--- config.mk ---
export PLATFORM = sky130hd
export DESIGN_NAME = cw_husky_top
export DESIGN_NICKNAME = d
export VERILOG_FILES = /design/src/husky_pkg.sv /design/src/reg_bus_if.sv /design/src/usb_reg_main.sv /design/src/reg_target_io.sv /design/src/reg_status_led.sv /design/src/cw_husky_top.sv
export VERILOG_INCLUDE_DIRS = /design/src
export SDC_FILE = /design/constraint.sdc
export NUM_CORES = 1
export LEC_CHECK = 0
export ABC_AREA = 1
export ABC_CLOCK_PERIOD_IN_PS = 5700
export BUFFER_PORTS_ARGS = -buffer_cell sky130_fd_sc_hd__buf_2
export CORE_ASPECT_RATIO = 0.8
export CORE_UTILIZATION = 25
export CTS_BUF_LIST = sky130_fd_sc_hd__clkbuf_4
export CTS_CLUSTER_SIZE = 10
export DETAILED_ROUTE_END_ITERATION = 10
export GPL_TIMING_DRIVEN = 0
export PLACE_DENSITY = 0.53
export SKIP_CTS_REPAIR_TIMING = 1
export SLEW_MARGIN = 30
export SYNTH_ARGS = -nofsm -noshare
export SYNTH_HDL_FRONTEND = slang
export SYNTH_SLANG_ARGS = --single-unit
--- constraint.sdc ---
create_clock -name clk_usb_buf -period 5.7 [get_ports clk_usb_buf]
set_clock_uncertainty 0.15 [all_clocks]
set_input_delay 0.57 -clock clk_usb_buf [delete_from_list [all_inputs] [get_ports clk_usb_buf]]
set_output_delay 0.57 -clock clk_usb_buf [all_outputs]
set_load 0.02 [all_outputs]
--- src/husky_defs.svh ---
`ifndef HUSKY_DEFS_SVH
`define HUSKY_DEFS_SVH

// Register bus geometry
`define BYTECNT_SIZE 7
`define REG_DATA_W 8
`define REG_ADDR_W 8

`define NUM_ERR_SRC 3  // Fifo, xadc and trace error sources

// Register map
`define TARGET_CTRL_ADDR 8'h10
`define TARGET_OUT_ADDR 8'h11
`define ERROR_STATUS_ADDR 8'h12
`define FLASH_PERIOD_ADDR 8'h13

// TARGET_CTRL bit positions
`define TGT_CTRL_PWROFF_BIT 0
`define TGT_CTRL_AVRPROG_BIT 1

// Enables sit this far above their drive bits in TARGET_OUT
`define TGT_OUT_OE_OFS 4

`define FLASH_PERIOD_DEFAULT 1000  // LED half-period in clocks

`endif

--- src/husky_pkg.sv ---
`include "husky_defs.svh"

package husky_pkg;

   // Register bus fields
   typedef logic [`REG_ADDR_W-1:0] reg_addr_t;
   typedef logic [`REG_DATA_W-1:0] reg_data_t;

   // Byte index inside a multi-byte register
   typedef logic [`BYTECNT_SIZE-1:0] bytecnt_t;

   // One sticky bit per external error source
   typedef logic [`NUM_ERR_SRC-1:0] err_flags_t;

   // Half-period of the red LED flash, in clocks
   typedef logic [15:0] flash_period_t;

endpackage

--- src/reg_bus_if.sv ---
interface reg_bus_if;
   import husky_pkg::*;

   reg_addr_t reg_address;
   bytecnt_t  reg_bytecnt;
   reg_data_t reg_write_data;
   logic      reg_read;   // One-cycle pulse
   logic      reg_write;  // One-cycle pulse

   modport host (
      output reg_address,
      output reg_bytecnt,
      output reg_write_data,
      output reg_read,
      output reg_write
   );

   modport slave (
      input reg_address,
      input reg_bytecnt,
      input reg_write_data,
      input reg_read,
      input reg_write
   );

endinterface

--- src/usb_reg_main.sv ---
module usb_reg_main (
   input  logic                 clk_usb_buf,
   input  logic                 rst_i,
   input  husky_pkg::reg_addr_t usb_addr_i,
   input  husky_pkg::reg_data_t usb_data_i,
   input  logic                 usb_rdn_i,
   input  logic                 usb_wrn_i,
   input  logic                 usb_cen_i,
   input  logic                 usb_alen_i,
   input  husky_pkg::reg_data_t read_data_i,
   output husky_pkg::reg_data_t usb_data_o,
   output logic                 usb_data_oe_o,
   reg_bus_if.host              bus
);
   import husky_pkg::*;

   reg_addr_t addr_q;
   reg_data_t data_q;
   logic      rdn_q;
   logic      wrn_q;
   logic      cen_q;
   logic      alen_q;
   logic      rdn_qq;
   logic      wrn_qq;
   logic      rd_fall;
   logic      rd_rise;
   logic      wr_rise;
   logic      addr_latch;

   // Address and data bus sample stage
   always_ff @(posedge clk_usb_buf) begin
      addr_q <= usb_addr_i;
      data_q <= usb_data_i;
   end

   // Strobes come in through the same stage, plus one more for edges
   always_ff @(posedge clk_usb_buf) begin
      if (rst_i) begin
         rdn_q  <= 1'b1;  // All strobes idle high
         wrn_q  <= 1'b1;
         cen_q  <= 1'b1;
         alen_q <= 1'b1;
         rdn_qq <= 1'b1;
         wrn_qq <= 1'b1;
      end else begin
         rdn_q  <= usb_rdn_i;
         wrn_q  <= usb_wrn_i;
         cen_q  <= usb_cen_i;
         alen_q <= usb_alen_i;
         rdn_qq <= rdn_q;
         wrn_qq <= wrn_q;
      end
   end

   assign rd_fall    = ~rdn_q & rdn_qq & ~cen_q;
   assign rd_rise    = rdn_q & ~rdn_qq;         // End of a read byte
   assign wr_rise    = wrn_q & ~wrn_qq & ~cen_q;
   assign addr_latch = ~cen_q & ~alen_q;

   always_ff @(posedge clk_usb_buf) begin
      if (rst_i) begin
         bus.reg_address <= '0;
         bus.reg_bytecnt <= '0;
         bus.reg_read    <= 1'b0;
         bus.reg_write   <= 1'b0;
      end else begin
         bus.reg_read  <= rd_fall;
         bus.reg_write <= wr_rise;
         if (addr_latch) begin
            bus.reg_address <= addr_q;
            bus.reg_bytecnt <= '0;
         end else if (bus.reg_write || rd_rise) begin
            // Next byte of a multi-byte register
            bus.reg_bytecnt <= bus.reg_bytecnt + 1'b1;
         end
      end
   end

   // Write byte travels with the write pulse
   always_ff @(posedge clk_usb_buf) begin
      if (wr_rise) begin
         bus.reg_write_data <= data_q;
      end
   end

   assign usb_data_oe_o = ~rdn_q & ~cen_q;  // Drive only during a sampled read
   assign usb_data_o    = read_data_i;

endmodule

--- src/reg_target_io.sv ---
`include "husky_defs.svh"

module reg_target_io (
   input  logic                 clk_usb_buf,
   input  logic                 rst_i,
   input  logic                 avr_rst_i,
   input  logic                 sam_mosi_i,
   input  logic                 sam_spck_i,
   input  logic                 target_miso_i,
   reg_bus_if.slave             bus,
   output husky_pkg::reg_data_t read_data_o,
   output logic                 target_poweron_o,
   output logic                 target_nrst_o,
   output logic                 target_nrst_oe_o,
   output logic                 target_pdid_o,
   output logic                 target_pdid_oe_o,
   output logic                 target_pdic_o,
   output logic                 target_pdic_oe_o,
   output logic                 target_mosi_o,
   output logic                 target_mosi_oe_o,
   output logic                 target_sck_o,
   output logic                 target_sck_oe_o,
   output logic                 sam_miso_o,
   output logic                 sam_miso_oe_o
);
   import husky_pkg::*;

   logic       power_off;
   logic       avrprog_en;
   logic [2:0] pin_drive;  // nRST, PDID, PDIC
   logic [2:0] pin_en;
   logic       byte0_write;

   assign byte0_write = bus.reg_write && (bus.reg_bytecnt == '0);

   always_ff @(posedge clk_usb_buf) begin
      if (rst_i) begin
         power_off  <= 1'b1;  // Target starts unpowered
         avrprog_en <= 1'b0;
         pin_drive  <= '0;
         pin_en     <= '0;
      end else if (byte0_write) begin
         if (bus.reg_address == `TARGET_CTRL_ADDR) begin
            power_off  <= bus.reg_write_data[`TGT_CTRL_PWROFF_BIT];
            avrprog_en <= bus.reg_write_data[`TGT_CTRL_AVRPROG_BIT];
         end
         if (bus.reg_address == `TARGET_OUT_ADDR) begin
            pin_drive <= bus.reg_write_data[2:0];
            pin_en    <= bus.reg_write_data[`TGT_OUT_OE_OFS +: 3];
         end
      end
   end

   always_comb begin
      read_data_o = '0;
      if (bus.reg_address == `TARGET_CTRL_ADDR) begin
         read_data_o[`TGT_CTRL_PWROFF_BIT]  = power_off;
         read_data_o[`TGT_CTRL_AVRPROG_BIT] = avrprog_en;
      end else if (bus.reg_address == `TARGET_OUT_ADDR) begin
         read_data_o[2:0]                 = pin_drive;
         read_data_o[`TGT_OUT_OE_OFS +: 3] = pin_en;
      end
   end

   assign target_poweron_o = ~power_off;

   // Power-off floats every target pin
   assign target_nrst_o    = avrprog_en ? avr_rst_i : pin_drive[0];
   assign target_nrst_oe_o = ~power_off & (avrprog_en | pin_en[0]);
   assign target_pdid_o    = pin_drive[1];
   assign target_pdid_oe_o = ~power_off & pin_en[1];
   assign target_pdic_o    = pin_drive[2];
   assign target_pdic_oe_o = ~power_off & pin_en[2];

   // AVR programming SPI path from the SAM
   assign target_mosi_o    = sam_mosi_i;
   assign target_mosi_oe_o = ~power_off & avrprog_en;
   assign target_sck_o     = sam_spck_i;
   assign target_sck_oe_o  = ~power_off & avrprog_en;
   assign sam_miso_o       = target_miso_i;
   assign sam_miso_oe_o    = avrprog_en;  // SAM side, independent of target power

endmodule

--- src/reg_status_led.sv ---
`include "husky_defs.svh"

module reg_status_led (
   input  logic                   clk_usb_buf,
   input  logic                   rst_i,
   input  husky_pkg::err_flags_t  error_flags_i,
   input  logic                   pll_status_i,
   reg_bus_if.slave               bus,
   output husky_pkg::reg_data_t   read_data_o,
   output logic                   led_adc_o,
   output logic                   led_glitch_o
);
   import husky_pkg::*;

   err_flags_t    err_flags;
   err_flags_t    err_clear;
   flash_period_t flash_period;
   flash_period_t flash_cnt;
   logic          flash_level;
   logic          error_any;
   logic          byte0_write;

   assign byte0_write = bus.reg_write && (bus.reg_bytecnt == '0);
   assign err_clear   = (byte0_write && bus.reg_address == `ERROR_STATUS_ADDR) ?
                        bus.reg_write_data[`NUM_ERR_SRC-1:0] : '0;
   assign error_any   = |err_flags;

   always_ff @(posedge clk_usb_buf) begin
      if (rst_i) begin
         err_flags    <= '0;
         flash_period <= flash_period_t'(`FLASH_PERIOD_DEFAULT);
      end else begin
         err_flags <= (err_flags & ~err_clear) | error_flags_i;  // New error beats clear
         if (bus.reg_write && bus.reg_address == `FLASH_PERIOD_ADDR) begin
            if (bus.reg_bytecnt == 0) flash_period[7:0]  <= bus.reg_write_data;
            if (bus.reg_bytecnt == 1) flash_period[15:8] <= bus.reg_write_data;
         end
      end
   end

   // Flash only runs while an error is pending
   always_ff @(posedge clk_usb_buf) begin
      if (rst_i || !error_any) begin
         flash_cnt   <= '0;
         flash_level <= 1'b0;
      end else if (flash_cnt >= flash_period - 1'b1) begin
         flash_cnt   <= '0;
         flash_level <= ~flash_level;
      end else begin
         flash_cnt <= flash_cnt + 1'b1;
      end
   end

   always_comb begin
      read_data_o = '0;
      if (bus.reg_address == `ERROR_STATUS_ADDR) begin
         read_data_o[`NUM_ERR_SRC-1:0] = err_flags;
      end else if (bus.reg_address == `FLASH_PERIOD_ADDR) begin
         if (bus.reg_bytecnt == 0) read_data_o = flash_period[7:0];
         if (bus.reg_bytecnt == 1) read_data_o = flash_period[15:8];
      end
   end

   assign led_adc_o    = error_any ? flash_level : ~pll_status_i;
   assign led_glitch_o = error_any & flash_level;

endmodule

--- src/cw_husky_top.sv ---
module cw_husky_top (
   input  logic                  clk_usb_buf,
   input  logic                  rst_i,
   // USB host port
   input  husky_pkg::reg_addr_t  usb_addr_i,
   input  husky_pkg::reg_data_t  usb_data_i,
   input  logic                  usb_rdn_i,
   input  logic                  usb_wrn_i,
   input  logic                  usb_cen_i,
   input  logic                  usb_alen_i,
   output husky_pkg::reg_data_t  usb_data_o,
   output logic                  usb_data_oe_o,
   // Target and SAM pins
   input  logic                  avr_rst_i,
   input  logic                  sam_mosi_i,
   input  logic                  sam_spck_i,
   input  logic                  target_miso_i,
   output logic                  target_poweron_o,
   output logic                  target_nrst_o,
   output logic                  target_nrst_oe_o,
   output logic                  target_pdid_o,
   output logic                  target_pdid_oe_o,
   output logic                  target_pdic_o,
   output logic                  target_pdic_oe_o,
   output logic                  target_mosi_o,
   output logic                  target_mosi_oe_o,
   output logic                  target_sck_o,
   output logic                  target_sck_oe_o,
   output logic                  sam_miso_o,
   output logic                  sam_miso_oe_o,
   // Errors and LEDs
   input  husky_pkg::err_flags_t error_flags_i,
   input  logic                  pll_status_i,
   output logic                  led_adc_o,
   output logic                  led_glitch_o
);
   import husky_pkg::*;

   reg_data_t read_data_target;
   reg_data_t read_data_status;
   reg_data_t read_data_q;

   reg_bus_if reg_bus ();

   // Unselected blocks return zero, so a plain OR merges them
   always_ff @(posedge clk_usb_buf) begin
      read_data_q <= read_data_target | read_data_status;
   end

   usb_reg_main usb_reg_main_inst (
      .clk_usb_buf   (clk_usb_buf),
      .rst_i         (rst_i),
      .usb_addr_i    (usb_addr_i),
      .usb_data_i    (usb_data_i),
      .usb_rdn_i     (usb_rdn_i),
      .usb_wrn_i     (usb_wrn_i),
      .usb_cen_i     (usb_cen_i),
      .usb_alen_i    (usb_alen_i),
      .read_data_i   (read_data_q),
      .usb_data_o    (usb_data_o),
      .usb_data_oe_o (usb_data_oe_o),
      .bus           (reg_bus.host)
   );

   reg_target_io reg_target_io_inst (
      .clk_usb_buf      (clk_usb_buf),
      .rst_i            (rst_i),
      .avr_rst_i        (avr_rst_i),
      .sam_mosi_i       (sam_mosi_i),
      .sam_spck_i       (sam_spck_i),
      .target_miso_i    (target_miso_i),
      .bus              (reg_bus.slave),
      .read_data_o      (read_data_target),
      .target_poweron_o (target_poweron_o),
      .target_nrst_o    (target_nrst_o),
      .target_nrst_oe_o (target_nrst_oe_o),
      .target_pdid_o    (target_pdid_o),
      .target_pdid_oe_o (target_pdid_oe_o),
      .target_pdic_o    (target_pdic_o),
      .target_pdic_oe_o (target_pdic_oe_o),
      .target_mosi_o    (target_mosi_o),
      .target_mosi_oe_o (target_mosi_oe_o),
      .target_sck_o     (target_sck_o),
      .target_sck_oe_o  (target_sck_oe_o),
      .sam_miso_o       (sam_miso_o),
      .sam_miso_oe_o    (sam_miso_oe_o)
   );

   reg_status_led reg_status_led_inst (
      .clk_usb_buf   (clk_usb_buf),
      .rst_i         (rst_i),
      .error_flags_i (error_flags_i),
      .pll_status_i  (pll_status_i),
      .bus           (reg_bus.slave),
      .read_data_o   (read_data_status),
      .led_adc_o     (led_adc_o),
      .led_glitch_o  (led_glitch_o)
   );

endmodule

==> flow_summary.ini, run 1 <==
[status]
outcome = finished, final reports clean

[critical_path]
startpoint = reg_status_led_inst.flash_period[0]
crit_required_ns = 5.96
crit_slowest_cell = dfxtp_1
critPathLaunchType = flop
cp-end-kind = flop
regToRegEndpoint = reg_status_led_inst.flash_cnt[4]
worstPathArrival_ns = 3.11
critPathKind = flop to flop
r2r_cells = 14
path_max_fanout = 10
r2r-start = reg_status_led_inst.flash_period[0]
cp_common_cell = inv_1
critical_path.max_stage_delay_ns = 0.35
cp_cell_sequence = inv_1, nand4_2, or2_4, nor2_4, nand2_1, xnor2_1, inv_1, ha_1, a21oi_1, o21ai_0, nor2_1, nand3_2, buf_4, a21oi_2
crit_family = simple AND/OR/NAND/NOR gates
rrSetupSlack_ns = 2.85
critPathBufInv = 3

[synth]
synth_ff_type = dfxtp_1
ys_warn_count = 0
ys_async_sr_fraction_pct = 0
netlist_area_um2 = 4509
ys_seq_elements = 98
synth_top_area_share_pct = 39.96
synth_cell_types = 43
synth_top_area_cell = dfxtp_1
syn_area_per_cell_um2 = 8.259
yosys-top-cells-area = dfxtp_1 (40%), nand2_1 (6.6%), ha_1 (5.8%), edfxtp_1 (5.3%), inv_1 (5.2%)
syn_inst = 546
seq_area_frac_synth_pct = 45.28
synth_nets = 597
synth_edf_count = 8

[placement]
io_buffer_count = 50
dp_hpwl_um = 7687
place_area_um2 = 5046
gp_congestion = 0.7753

[die]
io_pins = 54
die_y_um = 122.1
die_area_um2 = 18580
placementRows = 43
initial_core_util_pct = 25.79
design.core.area_um2 = 17490
die_w_um = 152.2

[power]
totalPowerFinal_w = 0.001140
power_density_nw_per_um2 = 218.1
power.leakage_nw = 2.248
ir_drop_uv = 136.5

[layout]
diodes = 0
synthToLayoutAreaGrowth_pct = 15.93
register_area_um2 = 2042
multi_input_area_um2 = 2107
fillers = 1862
mostFrequentLayoutCells = dfxtp_1 (90), nand2_1 (79), inv_1 (63), nor2_1 (61), buf_2 (50)
fin_util_pct = 29.90
final_common_cell = dfxtp_1
fin_area_um2 = 5228
nNetsFinal = 663
drive_gt1_share_pct = 20.10

[hold_path]
hold_class = input pin to flop
hold-path-cell-count = 1
hold_start = usb_data_i[4]
hold_end = usb_reg_main_inst.data_q[4]

[route]
antenna_left = 0
finalWirelength_um = 9992
wl_per_cell_um = 11.87
vias_per_cell = 4.220
via_count = 3553
drtIter0Drc = 162
drc = 0
dr.pass1.iters = 4

[timing]
setup_viol = 0
hold_violations = 0
tightest_slew_ns = 0.7278
slew_headroom_pct = 51.21
slew_viol_final = 0
fin_tns_setup_ns = 0
period_share_pct = 50.06
period_minus_slack_ns = 2.854
rsz0062_at_grt = false
fmax_mhz = 350.4

[grt]
grt_pass1_wl_um = 16670
overflow = 0
grt_max_degree = 19
antenna_found_initial = 0
grt_pass1_vias = 3314
grt_use_total_pct = 11.41

[cts]
htree_levels = 3
worst_skew_pair.late_latency_ns = 0.46
cts.sinks = 98
clk_pin_slew_worst_paths_ns = 0.17
numCtsBuffers = 9
clk_path_buf_depth = 2
ctsRootBufferMaster = clkbuf_4
cts_tree = yes

[flow_run]
cap_violations = 0
[cells in the mapped netlist, drive strengths merged (3+ instances only)]
library cell	instances
dfxtp	90
nand2	86
nor2	74
inv	73
o21ai	42
a21oi	41
nand3	32
ha	21
nor3	17
xor2	16
buf	9
nand4	9
edfxtp	8
or2	5
xnor2	5
clkbuf	4
o211ai	4
nor4	3
[per-layer routing]
layer | up-vias | track usage (%) | part of all wire, %
li1 | 1902 | - | -
met1 | 1575 | 16.66 | 56
met2 | 69 | 16.73 | 40
met3 | 7 | 2.490 | 4.2
met4 | 0 | 3.061 | 0.65
met5 | - | 0 | 0
[power breakdown]
| part | leakage [nW] | internal (W) | switching, W | total [W] |
|---|---|---|---|---|
| combinational | 1.37 | 0.0000270 | 0.0000392 | 0.0000661 |
| sequential | 0.807 | 0.000709 | 0.00000797 | 0.000717 |
| clock | 0.0713 | 0.0000977 | 0.000259 | 0.000357 |
[cells by family (layout without fill, tap and decap cells)]
family,after synthesis,in the layout,synth area share [%]
DFF,98,98,45.28
adders and majority gates,21,21,5.827
muxes,1,1,0.2220
buffers and inverters,87,158,8.102
and+or+nand+nor,228,228,25.80
xor gates and xnor gates,21,21,4.079
AOI/OAI and AO/OA,90,90,10.68
[stage by stage]
| stage | setup WS, ns | std cells | hold WS, ns |
|---|---|---|---|
| finish | 2.846 | 842 | 0.04732 |
| global route | 2.554 | 842 | 0.0002701 |
| CTS | 2.807 | 837 | 0.01196 |
| detailed placement | 2.849 | 821 | 0.2410 |
| global placement | 2.852 | 821 | 0.2392 |
| floorplan | 3.235 | 546 | 0.2355 |
[state kept, by name, indices dropped and copies added, names as in the netlist]
register and count:
read_data_q 8, reg_status_led_inst.err_flags 3, reg_status_led_inst.flash_cnt 16, reg_status_led_inst.flash_level 1, reg_status_led_inst.flash_period 16, reg_target_io_inst.pin_drive 3
reg_target_io_inst.pin_en 3, reg_target_io_inst.power_off 1, reg_target_io_inst.sam_miso_oe_o 1, usb_reg_main_inst.addr_q 8, usb_reg_main_inst.alen_q 1, usb_reg_main_inst.bus.reg_address 8
usb_reg_main_inst.bus.reg_bytecnt 7, usb_reg_main_inst.bus.reg_write 1, usb_reg_main_inst.bus.reg_write_data 8, usb_reg_main_inst.cen_q 1, usb_reg_main_inst.data_q 8, usb_reg_main_inst.rdn_q 1
usb_reg_main_inst.rdn_qq 1, usb_reg_main_inst.wrn_q 1, usb_reg_main_inst.wrn_qq 1
[worst register-to-register path: cells and delay by family, from the launching register on]
family	cells	cell delay, ns
flops	1	0.35
buf+inv	3	0.47
fa+ha+maj	1	0.31
simple gates	6	1.07
xor+xnor	1	0.13
compound gates	3	0.33
[worst max path at each step]
stage / to / slack (ns) / depth (start not counted)
6_report: reg_status_led_inst.flash_cnt[4] / 2.85 / 14
3_5_place_dp: reg_status_led_inst.flash_cnt[4] / 2.85 / 14
2_1_floorplan: reg_status_led_inst.flash_cnt[4] / 3.23 / 14
5_1_grt: reg_status_led_inst.flash_cnt[15] / 2.55 / 14
4_1_cts: reg_status_led_inst.flash_cnt[13] / 2.81 / 14
3_3_place_gp: reg_status_led_inst.flash_cnt[15] / 2.85 / 14
[layout make-up]
cell class	instances	area share, %
repair buffers	55	5.744
inverters	74	5.337
clock inverters	7	1.221
well taps	225	5.385
multi-input cells	361	40.31
clock buffers	9	1.292
flip-flops and latches	98	39.06
plain buffers	13	1.652
No activity file was read; power rests on OpenSTA's default activity.
==> run 2, diff against run 1 <==
--- a/config.mk
+++ b/config.mk
@@ -7,7 +7,7 @@
 export NUM_CORES = 1
 export LEC_CHECK = 0
 export ABC_AREA = 1
-export ABC_CLOCK_PERIOD_IN_PS = 5700
+export ABC_CLOCK_PERIOD_IN_PS = 2900
 export BUFFER_PORTS_ARGS = -buffer_cell sky130_fd_sc_hd__buf_2
 export CORE_ASPECT_RATIO = 0.8
 export CORE_UTILIZATION = 25
==> constraint.sdc (replaced) <==
create_clock -name clk_usb_buf -period 2.9 [get_ports clk_usb_buf]
set_clock_uncertainty 0.15 [all_clocks]
set_input_delay 0.29 -clock clk_usb_buf [delete_from_list [all_inputs] [get_ports clk_usb_buf]]
set_output_delay 0.29 -clock clk_usb_buf [all_outputs]
set_load 0.02 [all_outputs]
==> run 2 against run 1 <==
Against the previous run:
- die area is the same
- critical path type unchanged
- worst setup slack got worse by 2.6 ns
- first-iteration DRC count is 9.9% lower
- critical endpoint is now reg_status_led_inst.flash_cnt[2]
- largest cell class unchanged
- highest routed layer unchanged
==> flow_summary.ini, run 2 (synthesized netlist as in run 1, its figures left out) <==
[status]
outcome = finished, final reports clean

[timing]
tightest_slew_ns = 0.7238
period_share_pct = 92.15
period_minus_slack_ns = 2.672
slew_headroom_pct = 51.48
slew_viol_final = 0
hold_ws_ns = 0.2751
fin_tns_setup_ns = 0
hold_violations = 0
rsz0062_at_grt = false
fmax_mhz = 374.2
setup_viol = 0

[power]
power_density_nw_per_um2 = 413.0
ir_drop_uv = 293.6
power.leakage_nw = 2.349

[critical_path]
critPathKind = flop to flop
critPathLaunchType = flop
crit_required_ns = 3.14
cp-end-kind = flop
startpoint = reg_status_led_inst.flash_period[0]
path_max_fanout = 6
worstPathArrival_ns = 2.91
r2r-start = reg_status_led_inst.flash_period[0]

[route]
drc = 0
finalWirelength_um = 10240
via_count = 3651
antenna_left = 0
dr.pass1.iters = 4
drtIter0Drc = 146
vias_per_cell = 4.221
wl_per_cell_um = 11.84

[placement]
gp_congestion = 0.7753
dp_hpwl_um = 7687
dp.cells = 821
io_buffer_count = 50

[grt]
grt_pass1_wl_um = 16670
antenna_found_initial = 0
overflow = 0
grt_use_total_pct = 11.41
grt_pass1_vias = 3314
grt_max_degree = 19

[layout]
biggestRegsByFlops = reg_status_led_inst.flash_cnt (16), reg_status_led_inst.flash_period (16)
drive_gt1_share_pct = 21.41
mostFrequentLayoutCells = dfxtp_1 (85), nand2_1 (79), inv_1 (61), nor2_1 (61), buf_2 (50)
synthToLayoutAreaGrowth_pct = 21.53
fillers = 1840
nNetsFinal = 686
final_cell_count_no_fill = 865
diodes = 0
multi_input_area_um2 = 2122
register_area_um2 = 2048
final_common_cell = dfxtp_1

[die]
placementRows = 43
die_area_um2 = 18580
design.core.area_um2 = 17490
die_y_um = 122.1
initial_core_util_pct = 25.79
io_pins = 54
die_w_um = 152.2

[cts]
cts.sinks = 98
clk_path_buf_depth = 2
cts_tree = yes
htree_levels = 3
worst_skew_pair.late_latency_ns = 0.46
ctsRootBufferMaster = clkbuf_4
clk_pin_slew_worst_paths_ns = 0.16
numCtsBuffers = 9

[hold_path]
hold_class = flop to flop
hold_start = usb_reg_main_inst.data_q[5]

[flow_run]
cap_violations = 0
[run 2: cell types whose count changed in the layout (fill, tap and decap cells not counted), sizes merged]
cell	delta
dlygate4sd3	+19
buf	+4
[run 2: per-stage QoR]
stage	power (W)	setup slack, ns	util, %	instance area, um2
after floorplan	0.001518	0.4349	-	4509
after global placement	0.001564	0.05151	28.83	5041
after detailed placement	0.001564	0.04882	28.86	5046
after CTS	0.002266	0.007015	29.61	5177
after global routing	0.002370	0.003926	31.34	5480
final	0.002263	0.2275	31.34	5480
[run 2: final timing paths]
check                                                 end  slack [ns]  cells after the start
hold reg to reg   usb_reg_main_inst.bus.reg_write_data[5]        0.28                      0
setup / recovery         reg_status_led_inst.flash_cnt[2]        0.23                     15
setup reg to reg         reg_status_led_inst.flash_cnt[2]        0.23                     15
hold / removal    usb_reg_main_inst.bus.reg_write_data[5]        0.28                      0
[run 2: layout make-up]
type,instances,area share [%]
Multi-Input combinational cell,361,38.72
Inverter,74,5.091
Timing Repair Buffer,78,9.566
Clock inverter,7,1.164
Tap cell,225,5.137
Buffer,13,1.712
Clock buffer,9,1.233
Sequential cell,98,37.37
[run 2: worst max-delay path, stage by stage, from the launching register on]
cell	delay, ns
dfxtp_1	0.36
inv_2	0.11
ha_2	0.25
nand2_2	0.10
nor2_4	0.12
nand3_2	0.09
nor2_2	0.09
xor2_1	0.15
inv_1	0.06
ha_1	0.26
nand4_1	0.11
a21oi_1	0.06
nor2_1	0.17
nand3_2	0.22
buf_6	0.19
nor3_1	0.12
[run 2: layer usage]
metal | GRT usage (%) | part of all wire [%] | routed length [um] | vias to the layer above
met1 | 16.66 | 54 | 5487 | 1618
met5 | 0 | 0 | 0 | -
met3 | 2.490 | 4.9 | 505 | 8
met4 | 3.061 | 0.88 | 90 | 0
li1 | - | - | - | 1951
met2 | 16.73 | 41 | 4155 | 74
[run 2: where the power goes]
group          leakage (nW)  internal [W]  switching (W)
registers             0.807       0.00139      0.0000156
clock network        0.0713      0.000192       0.000506
logic                  1.47     0.0000743      0.0000820
